`src/rtl/fir_pkg.sv`:
```
package fir_pkg;

  // Datapath widths
  localparam int unsigned SampleWidth = 16;
  localparam int unsigned CoeffWidth  = 16;  // Low bits of each RAM word
  localparam int unsigned AccWidth    = 40;
  localparam int unsigned TapCntWidth = 8;
  localparam int unsigned ShiftWidth  = 5;

  // Host bus
  localparam int unsigned BusDataWidth = 32;
  localparam int unsigned BusAddrWidth = 12;  // Word address

  // Address map
  localparam logic [BusAddrWidth-1:0] RegBase    = 12'h100;
  localparam logic [BusAddrWidth-1:0] CoeffLimit = 12'h100;

  // Register offsets from RegBase
  localparam logic [1:0] RegCtrl   = 2'd0;
  localparam logic [1:0] RegNtaps  = 2'd1;
  localparam logic [1:0] RegShift  = 2'd2;
  localparam logic [1:0] RegStatus = 2'd3;

  typedef struct packed {
    logic [BusAddrWidth-1:0]   addr;
    logic                      we;
    logic [BusDataWidth-1:0]   wdata;
    logic [BusDataWidth/8-1:0] be;
  } bus_req_t;

  typedef struct packed {
    logic [BusDataWidth-1:0] rdata;
    logic                    err;
  } bus_rsp_t;

  typedef logic signed [SampleWidth-1:0] sample_t;

  typedef struct packed {
    logic                   enable;
    logic                   clear;     // One-cycle pulse, only issued while idle
    logic [TapCntWidth-1:0] ntaps_m1;  // Tap count minus one
    logic [ShiftWidth-1:0]  shift;
  } fir_cfg_t;

endpackage

```
`src/rtl/bus_frontend.sv`:
```
`timescale 1ns/100ps

module bus_frontend import fir_pkg::*; #(
  parameter int unsigned TapAddrWidth = 5
) (
  input  logic                      clk_i,
  input  logic                      rst_ni,
  input  logic                      req_valid_i,
  output logic                      req_ready_o,
  input  bus_req_t                  req_i,
  output logic                      rsp_valid_o,
  input  logic                      rsp_ready_i,
  output bus_rsp_t                  rsp_o,
  output logic                      ram_req_o,
  output logic                      ram_we_o,
  output logic [BusDataWidth/8-1:0] ram_be_o,
  output logic [TapAddrWidth-1:0]   ram_addr_o,
  output logic [BusDataWidth-1:0]   ram_wdata_o,
  input  logic [BusDataWidth-1:0]   ram_rdata_i,
  output logic                      reg_req_o,
  output logic                      reg_we_o,
  output logic [1:0]                reg_addr_o,
  output logic [BusDataWidth-1:0]   reg_wdata_o,
  input  logic [BusDataWidth-1:0]   reg_rdata_i
);

  localparam int unsigned Depth = 2**TapAddrWidth;

  typedef enum logic [1:0] {
    TgtRam,
    TgtReg,
    TgtErr
  } target_e;

  target_e  tgt_q;
  logic     accept, ram_hit, reg_hit;
  logic     pend_q, held_q;  // Response due now / response waiting for ready
  bus_rsp_t rsp_d, rsp_q;

  assign accept  = req_valid_i && req_ready_o;
  assign ram_hit = (req_i.addr < CoeffLimit) && (req_i.addr < BusAddrWidth'(Depth));
  assign reg_hit = (req_i.addr >= RegBase) && (req_i.addr <= RegBase + 3);

  assign ram_req_o   = accept && ram_hit;
  assign ram_we_o    = req_i.we;
  assign ram_be_o    = req_i.be;
  assign ram_addr_o  = req_i.addr[TapAddrWidth-1:0];
  assign ram_wdata_o = req_i.wdata;

  assign reg_req_o   = accept && reg_hit;
  assign reg_we_o    = req_i.we;
  assign reg_addr_o  = 2'(req_i.addr - RegBase);
  assign reg_wdata_o = req_i.wdata;

  // Both targets deliver read data one cycle after the request
  always_comb begin
    rsp_d = '0;
    case (tgt_q)
      TgtRam:  rsp_d.rdata = ram_rdata_i;
      TgtReg:  rsp_d.rdata = reg_rdata_i;
      default: rsp_d.err = 1'b1;  // Unmapped, zero data
    endcase
  end

  assign rsp_valid_o = pend_q || held_q;
  assign rsp_o       = pend_q ? rsp_d : rsp_q;
  assign req_ready_o = !rsp_valid_o;

  always_ff @(posedge clk_i or negedge rst_ni) begin
    if (!rst_ni) begin
      tgt_q  <= TgtErr;
      pend_q <= 1'b0;
      held_q <= 1'b0;
    end else begin
      pend_q <= accept;
      if (accept) begin
        tgt_q <= ram_hit ? TgtRam : (reg_hit ? TgtReg : TgtErr);
      end
      if (pend_q) begin
        held_q <= !rsp_ready_i;
      end else if (rsp_ready_i) begin
        held_q <= 1'b0;
      end
    end
  end

  always_ff @(posedge clk_i) begin
    if (pend_q) rsp_q <= rsp_d;
  end

  a_rsp_stable: assert property (@(posedge clk_i) disable iff (!rst_ni)
    rsp_valid_o && !rsp_ready_i |=> rsp_valid_o && $stable(rsp_o));

endmodule

```
`src/rtl/coeff_dpram.sv`:
```
`timescale 1ns/100ps

module coeff_dpram import fir_pkg::*; #(
  parameter int unsigned TapAddrWidth = 5
) (
  input  logic                      clk_i,
  input  logic                      rst_ni,
  // Host port
  input  logic                      a_req_i,
  input  logic                      a_we_i,
  input  logic [BusDataWidth/8-1:0] a_be_i,
  input  logic [TapAddrWidth-1:0]   a_addr_i,
  input  logic [BusDataWidth-1:0]   a_wdata_i,
  output logic [BusDataWidth-1:0]   a_rdata_o,
  // Engine port
  input  logic                      b_en_i,
  input  logic [TapAddrWidth-1:0]   b_addr_i,
  output logic [CoeffWidth-1:0]     b_coeff_o
);

  localparam int unsigned Depth    = 2**TapAddrWidth;
  localparam int unsigned NumBytes = BusDataWidth / 8;

  (* ram_style = "block" *) logic [BusDataWidth-1:0] mem_q [Depth];

  always_ff @(posedge clk_i) begin
    if (a_req_i) begin
      if (a_we_i) begin
        for (int i = 0; i < NumBytes; i++) begin
          if (a_be_i[i]) mem_q[a_addr_i][8*i +: 8] <= a_wdata_i[8*i +: 8];
        end
      end
      a_rdata_o <= mem_q[a_addr_i];  // Read-first, a write returns the old word
    end
  end

  // Coefficient read, low half of the word
  always_ff @(posedge clk_i) begin
    if (b_en_i) b_coeff_o <= mem_q[b_addr_i][CoeffWidth-1:0];
  end

  a_addr_a_known: assert property (@(posedge clk_i) disable iff (!rst_ni)
    a_req_i |-> !$isunknown(a_addr_i));

  a_addr_b_known: assert property (@(posedge clk_i) disable iff (!rst_ni)
    b_en_i |-> !$isunknown(b_addr_i));

endmodule

```
`src/rtl/fir_ctrl_regs.sv`:
```
`timescale 1ns/100ps

module fir_ctrl_regs import fir_pkg::*; #(
  parameter int unsigned TapAddrWidth = 5
) (
  input  logic                    clk_i,
  input  logic                    rst_ni,
  input  logic                    req_i,
  input  logic                    we_i,
  input  logic [1:0]              addr_i,
  input  logic [BusDataWidth-1:0] wdata_i,
  output logic [BusDataWidth-1:0] rdata_o,
  output fir_cfg_t                cfg_o,
  input  logic                    busy_i
);

  localparam int unsigned MaxTaps = 2**TapAddrWidth;

  logic                    enable_q;
  logic                    clr_pend_q;
  logic                    clr_fire;
  logic [TapCntWidth-1:0]  ntaps_m1_q;
  logic [ShiftWidth-1:0]   shift_q;
  logic [BusDataWidth-1:0] rd_val;

  // Clamp a written tap count into 1..MaxTaps, result is count minus one
  function automatic logic [TapCntWidth-1:0] clamp_taps(logic [BusDataWidth-1:0] val);
    if (val == '0) return '0;
    if (val > BusDataWidth'(MaxTaps)) return TapCntWidth'(MaxTaps - 1);
    return TapCntWidth'(val - 1'b1);
  endfunction

  assign clr_fire = clr_pend_q && !busy_i;  // Held off while a sample is in flight

  assign cfg_o = '{enable: enable_q, clear: clr_fire, ntaps_m1: ntaps_m1_q, shift: shift_q};

  always_ff @(posedge clk_i or negedge rst_ni) begin
    if (!rst_ni) begin
      enable_q   <= 1'b0;
      clr_pend_q <= 1'b0;
      ntaps_m1_q <= '0;  // NTAPS 1
      shift_q    <= '0;
    end else begin
      if (clr_fire) clr_pend_q <= 1'b0;
      if (req_i && we_i) begin
        case (addr_i)
          RegCtrl: begin
            enable_q <= wdata_i[0];
            if (wdata_i[1]) clr_pend_q <= 1'b1;
          end
          RegNtaps: ntaps_m1_q <= clamp_taps(wdata_i);
          RegShift: shift_q    <= wdata_i[ShiftWidth-1:0];
          default: ;  // STATUS is read-only
        endcase
      end
    end
  end

  always_comb begin
    rd_val = '0;
    case (addr_i)
      RegCtrl:   rd_val[0] = enable_q;  // Clear bit always reads 0
      RegNtaps:  rd_val = BusDataWidth'(ntaps_m1_q) + 1'b1;
      RegShift:  rd_val[ShiftWidth-1:0] = shift_q;
      RegStatus: rd_val[0] = busy_i;
      default:   rd_val = '0;
    endcase
  end

  always_ff @(posedge clk_i) begin
    if (req_i) rdata_o <= rd_val;
  end

endmodule

```
`src/rtl/fir_mac_engine.sv`:
```
`timescale 1ns/100ps

module fir_mac_engine import fir_pkg::*; #(
  parameter int unsigned TapAddrWidth = 5
) (
  input  logic                    clk_i,
  input  logic                    rst_ni,
  input  fir_cfg_t                cfg_i,
  output logic                    busy_o,
  // Coefficient RAM port
  output logic                    coeff_en_o,
  output logic [TapAddrWidth-1:0] coeff_addr_o,
  input  logic [CoeffWidth-1:0]   coeff_i,
  // Sample stream
  input  logic                    in_valid_i,
  output logic                    in_ready_o,
  input  sample_t                 in_data_i,
  output logic                    out_valid_o,
  input  logic                    out_ready_i,
  output sample_t                 out_data_o
);

  localparam int unsigned Depth     = 2**TapAddrWidth;
  localparam int unsigned ProdWidth = SampleWidth + CoeffWidth;
  localparam logic signed [AccWidth-1:0] SatMax = AccWidth'(2**(SampleWidth-1) - 1);
  localparam logic signed [AccWidth-1:0] SatMin = -SatMax - 1;

  typedef enum logic [2:0] {
    StIdle,
    StRun,    // Issuing coefficient reads for taps 1 and up
    StDrain,  // Last product still in flight
    StFinal,  // Shift and saturate
    StOut
  } state_e;

  state_e                      state_q, state_d;
  sample_t                     hist_q [Depth];  // Element 0 is the newest sample
  logic [TapAddrWidth-1:0]     tap_q, last_q, mac_tap_q;
  logic [ShiftWidth-1:0]       shift_q;
  logic                        mac_vld_q;
  logic                        accept;
  logic signed [CoeffWidth-1:0] coeff;
  logic signed [ProdWidth-1:0] prod;
  logic signed [AccWidth-1:0]  acc_q, acc_shr;
  sample_t                     sat, out_q;

  assign accept      = in_valid_i && in_ready_o;
  assign in_ready_o  = cfg_i.enable && !cfg_i.clear && (state_q == StIdle);
  assign busy_o      = (state_q != StIdle);
  assign out_valid_o = (state_q == StOut);
  assign out_data_o  = out_q;

  // Tap 0 is read in the accept cycle so the RAM latency hides behind the history shift
  assign coeff_en_o   = accept || (state_q == StRun);
  assign coeff_addr_o = (state_q == StRun) ? tap_q : '0;

  always_comb begin
    state_d = state_q;
    case (state_q)
      StIdle: begin
        if (accept) state_d = (cfg_i.ntaps_m1 == '0) ? StDrain : StRun;
      end
      StRun: begin
        if (tap_q == last_q) state_d = StDrain;
      end
      StDrain: state_d = StFinal;
      StFinal: state_d = StOut;
      StOut: begin
        if (out_ready_i) state_d = StIdle;
      end
      default: state_d = StIdle;
    endcase
  end

  always_ff @(posedge clk_i or negedge rst_ni) begin
    if (!rst_ni) begin
      state_q   <= StIdle;
      tap_q     <= '0;
      mac_vld_q <= 1'b0;
      mac_tap_q <= '0;
    end else begin
      state_q   <= state_d;
      mac_vld_q <= coeff_en_o;  // Coefficient arrives one cycle after its address
      mac_tap_q <= coeff_addr_o;
      if (accept) begin
        tap_q <= TapAddrWidth'(1);
      end else if (state_q == StRun) begin
        tap_q <= tap_q + 1'b1;
      end
    end
  end

  // History, zero after reset or clear
  always_ff @(posedge clk_i or negedge rst_ni) begin
    if (!rst_ni) begin
      hist_q <= '{default: '0};
    end else if (cfg_i.clear) begin
      hist_q <= '{default: '0};
    end else if (accept) begin
      hist_q[0] <= in_data_i;
      for (int i = 1; i < Depth; i++) begin
        hist_q[i] <= hist_q[i-1];
      end
    end
  end

  assign coeff = $signed(coeff_i);
  assign prod  = coeff * hist_q[mac_tap_q];

  assign acc_shr = acc_q >>> shift_q;

  always_comb begin
    if (acc_shr > SatMax) begin
      sat = {1'b0, {(SampleWidth-1){1'b1}}};
    end else if (acc_shr < SatMin) begin
      sat = {1'b1, {(SampleWidth-1){1'b0}}};
    end else begin
      sat = acc_shr[SampleWidth-1:0];
    end
  end

  // Tap count and shift are sampled per input, so a host write affects the next one
  always_ff @(posedge clk_i) begin
    if (accept) begin
      last_q  <= cfg_i.ntaps_m1[TapAddrWidth-1:0];
      shift_q <= cfg_i.shift;
      acc_q   <= '0;
    end else if (mac_vld_q) begin
      acc_q <= acc_q + prod;
    end
    if (state_q == StFinal) out_q <= sat;
  end

  a_out_stable: assert property (@(posedge clk_i) disable iff (!rst_ni)
    out_valid_o && !out_ready_i |=> out_valid_o && $stable(out_data_o));

endmodule

```
`src/rtl/fir_coeff_top.sv`:
```
`timescale 1ns/100ps

module fir_coeff_top import fir_pkg::*; #(
  parameter int unsigned TapAddrWidth = 5
) (
  input  logic     clk_i,
  input  logic     rst_ni,
  // Host bus
  input  logic     req_valid_i,
  output logic     req_ready_o,
  input  bus_req_t req_i,
  output logic     rsp_valid_o,
  input  logic     rsp_ready_i,
  output bus_rsp_t rsp_o,
  // Sample stream
  input  logic     in_valid_i,
  output logic     in_ready_o,
  input  sample_t  in_data_i,
  output logic     out_valid_o,
  input  logic     out_ready_i,
  output sample_t  out_data_o
);

  logic                      ram_req, ram_we;
  logic [BusDataWidth/8-1:0] ram_be;
  logic [TapAddrWidth-1:0]   ram_addr;
  logic [BusDataWidth-1:0]   ram_wdata, ram_rdata;
  logic                      reg_req, reg_we;
  logic [1:0]                reg_addr;
  logic [BusDataWidth-1:0]   reg_wdata, reg_rdata;
  fir_cfg_t                  cfg;
  logic                      busy;
  logic                      coeff_en;
  logic [TapAddrWidth-1:0]   coeff_addr;
  logic [CoeffWidth-1:0]     coeff;

  bus_frontend #(.TapAddrWidth(TapAddrWidth)) frontend_i (
    .clk_i, .rst_ni,
    .req_valid_i, .req_ready_o, .req_i,
    .rsp_valid_o, .rsp_ready_i, .rsp_o,
    .ram_req_o(ram_req), .ram_we_o(ram_we), .ram_be_o(ram_be),
    .ram_addr_o(ram_addr), .ram_wdata_o(ram_wdata), .ram_rdata_i(ram_rdata),
    .reg_req_o(reg_req), .reg_we_o(reg_we), .reg_addr_o(reg_addr),
    .reg_wdata_o(reg_wdata), .reg_rdata_i(reg_rdata)
  );

  coeff_dpram #(.TapAddrWidth(TapAddrWidth)) coeff_ram_i (
    .clk_i, .rst_ni,
    .a_req_i(ram_req), .a_we_i(ram_we), .a_be_i(ram_be),
    .a_addr_i(ram_addr), .a_wdata_i(ram_wdata), .a_rdata_o(ram_rdata),
    .b_en_i(coeff_en), .b_addr_i(coeff_addr), .b_coeff_o(coeff)
  );

  fir_ctrl_regs #(.TapAddrWidth(TapAddrWidth)) regs_i (
    .clk_i, .rst_ni,
    .req_i(reg_req), .we_i(reg_we), .addr_i(reg_addr),
    .wdata_i(reg_wdata), .rdata_o(reg_rdata),
    .cfg_o(cfg), .busy_i(busy)
  );

  fir_mac_engine #(.TapAddrWidth(TapAddrWidth)) engine_i (
    .clk_i, .rst_ni,
    .cfg_i(cfg), .busy_o(busy),
    .coeff_en_o(coeff_en), .coeff_addr_o(coeff_addr), .coeff_i(coeff),
    .in_valid_i, .in_ready_o, .in_data_i,
    .out_valid_o, .out_ready_i, .out_data_o
  );

endmodule

```
`config.mk`:
```
export PLATFORM = sky130hd
export DESIGN_NAME = fir_coeff_top
export DESIGN_NICKNAME = d
export VERILOG_FILES = /design/src/rtl/fir_pkg.sv /design/src/rtl/bus_frontend.sv /design/src/rtl/coeff_dpram.sv /design/src/rtl/fir_ctrl_regs.sv /design/src/rtl/fir_mac_engine.sv /design/src/rtl/fir_coeff_top.sv
export SDC_FILE = /design/constraint.sdc
export NUM_CORES = 2
export LEC_CHECK = 0
export ABC_AREA = 0
export BUFFER_PORTS_ARGS = -buffer_cell sky130_fd_sc_hd__clkbuf_2
export CAP_MARGIN = 10
export CORE_AREA = 2 2 370 372
export CTS_BUF_LIST = sky130_fd_sc_hd__clkbuf_16
export DETAILED_ROUTE_END_ITERATION = 6
export DIE_AREA = 0 0 372 374
export PLACE_DENSITY = 0.83
export SYNTH_ARGS = -nofsm -noshare
export SYNTH_HDL_FRONTEND = slang
export SYNTH_SLANG_ARGS = --single-unit
```
`constraint.sdc`:
```
create_clock -name clk_i -period 20.1 [get_ports clk_i]
set_input_delay 2.01 -clock clk_i [delete_from_list [all_inputs] [get_ports clk_i]]
set_output_delay 2.01 -clock clk_i [all_outputs]
set_load 0.05 [all_outputs]
```
==> metrics.cfg <==
[timing]
hold_violations = 0
drv_slew = 0
totalNegativeSetupSlack_ns = 0
period_share_pct = 49.1
setup_viol = 0
holdWs_ns = 0.470
worstMarginPinSlew_ns = 1.35
slew_headroom_pct = 9.90
period_minus_slack_ns = 9.86
skew_ns = 0.0739
rsz0062_at_grt = no
clock.fmax_mhz = 101

[setup_path]
slowest_delay_ns = 1.07
worstSetupEndpointType = register
crit_required_ns = 20.85
path_common_cell = fa_1
rrSetupSlack_ns = 10.24
cpMaxStageDelayCell = dfrtp_4
arrival_ns = 10.61
crit_type = reg2reg
cp_max_fo = 71
reg2reg_depth = 27
r2r_end = engine_i.acc_q[36]
worst_setup_path_start_kind = register
reg2reg_from = engine_i.mac_tap_q[1]

[global_routing]
track_usage_pct = 34.5
grt-ovfl-total = 0
grt_max_degree = 243
antenna_found_initial = 2
grt_pass1_wl_um = 363000
grt_pass1_vias = 60400

[layout]
layout_common_cells = 1,348 x nand2_1, 1,107 x edfxtp_1, 537 x dfrtp_1
final_common_cell = nand2_1
final_area_um2 = 96200
n_fill_cell = 8395
finalNetCount = 7534
drive_gt1_share_pct = 14.3
area_growth_pct = 8.45

[logic_synthesis]
async_flop_share_pct = 31.6
syn_area_per_cell_um2 = 12.5
synth_edf_count = 1107
ys_seq_area_share_pct = 54.5
synth_seq_cells = 1725
ys.flop_type = edfxtp_1
yosysUniqueCellTypes = 68
postSynthCellCount = 7113
synth_area_um2 = 88700
syn-num-nets = 7638
ys_warn_count = 0

[detailed_routing]
post_drt_via_cell_ratio = 6.73
wire_per_inst_um = 26.5
drt_iter0_drc = 8873
drc_errors = 13
drt-total-wl_um = 237000
firstDrtPassIters = 7
vias = 60100
ant_nets = 0

[floorplanning]
die_w_um = 372
die_h_um = 374
die_area_um2 = 139000
ios = 124
rows = 135
coreArea_um2 = 135000
start_util_pct = 65.7

[run]
cap_violations = 0

[clocking]
h-tree-depth = 4
postCtsSetupBuffers = 0
clock_path_buffers = 3
clkSlewWorstSetupHoldPaths_ns = 0.06
cts_buffers = 170
root_buffer = clkbuf_16
postCtsHoldBufs = 0
cts_resized = 0
cts_sinks = 1725
clk_latency_ns = 0.83
cts_tree = built

[min_path]
hold_end = frontend_i.rsp_q[18]
hold_start = frontend_i.rsp_q[18]
hold_path_class = reg2reg
min_path_cells = 2

[outcome]
violations = design-rule violations
outcome = complete, but fails checks

[placed_design]
hpwl_um = 143000
gp_congestion = 0.921
port_buffers = 123
placed_cell_area_um2 = 90500

-- how the worst max path moves through the flow --
stage	to	from
2_1_floorplan	engine_i.acc_q[36]	engine_i.mac_tap_q[0]
3_3_place_gp	engine_i.acc_q[36]	engine_i.mac_tap_q[0]
3_5_place_dp	engine_i.acc_q[36]	engine_i.mac_tap_q[0]
4_1_cts	engine_i.acc_q[36]	engine_i.mac_tap_q[0]
5_1_grt	engine_i.acc_q[36]	engine_i.mac_tap_q[0]
6_report	engine_i.acc_q[36]	engine_i.mac_tap_q[1]
-- critical path: cells and delay by family, from the launching register on --
family	cells	cell delay [ns]
AND/OR/NAND/NOR	6	1.34
AO/OA/AOI/OAI	4	1.18
multiplexers	3	1.09
buffers and inverters	7	1.84
flip-flops	1	1.07
adder cells (fa/ha/maj)	7	3.09
-- cell type report --
type,count,area [µm²],share of cell area [%]
clock buffers,173,4330,4.50
flip-flops and latches,1725,48400,50.3
diodes,2,5.00,0.00520
inverters,440,1660,1.73
clock inverters,143,1280,1.33
repair buffers,216,1440,1.49
well taps,1781,2230,2.32
multi-input cells,4456,36900,38.4
-- state kept, by name, summed over array words and instances (netlist names), 8 cells and up --
name                   flops
coeff_ram_i.mem_q       1024
engine_i.hist_q          512
engine_i.acc_q            40
frontend_i.rsp_q          33
coeff_ram_i.a_rdata_o     32
coeff_ram_i.b_coeff_o     16
engine_i.out_data_o       16
regs_i.rdata_o             9
regs_i.ntaps_m1_q          8
-- cell families (layout without fill, tap and decap cells) --
kind of cell    Yosys count  after routing  synth area share (%)
other cells               0              2                     0
compound gates         1125           1125                  7.68
flops                  1725           1725                  54.5
buf+inv                 932            972                  4.01
simple gates           2173           2173                  10.5
xor+xnor                 44             44                 0.434
mux                     660            660                  13.7
fa+ha+maj               454            454                  9.20
-- routing by layer --
layer	track usage, %	wire length (µm)	share of wire, %	vias up
met5	0	28	0.012	-
met4	17.2	13500	5.7	4
met3	8.57	28000	12	838
met2	54.3	114000	48	4068
met1	45.0	81700	35	30000
li1	-	-	-	25200
-- Yosys cell counts (10+ instances only) --
library cell  number  area share [%]
mux2i_1          142             1.6
ha_1             124             1.7
nor4_1            12           0.085
nand3_1          265             1.5
xor2_1            20            0.20
fa_1             330             7.4
a21o_1            16            0.14
o22ai_1           14           0.099
mux4_1            10            0.30
a211oi_1          15            0.13
and2_1            45            0.32
mux2_2            86             1.1
xnor2_1           24            0.24
a22o_1           105             1.0
nand2_1         1351             5.7
dfxtp_1           73             1.6
edfxtp_1        1107              37
mux4_2           422              11
a21oi_1          515             2.9
nor2_1           249             1.1
o21a_1            10           0.085
inv_1            435             1.8
nor3b_1           10           0.085
nor2b_1          114            0.80
buf_1             69            0.29
nor3_1            16           0.090
o211ai_1          56            0.47
clkbuf_1         396             1.7
a31oi_1           11           0.078
a22oi_1          133             1.1
o21ai_0          199             1.1
o21ai_2           10           0.099
nand4_1           41            0.29
buf_2             21            0.12
nand2b_1          35            0.25
dfrtp_1          544              15
-- through the flow --
stage	util [%]	cells	worst slack, ns
after floorplan	-	7113	11.52
after global routing	71.3	8934	9.51
after CTS	71.2	8931	10.25
final	71.3	8936	10.24
after global placement	67.1	8615	10.33
after detailed placement	67.1	8615	10.30
Power is left out: the tool's default activity adds up to more than one toggle a clock period on the data nets, which glitch-free logic cannot reach.
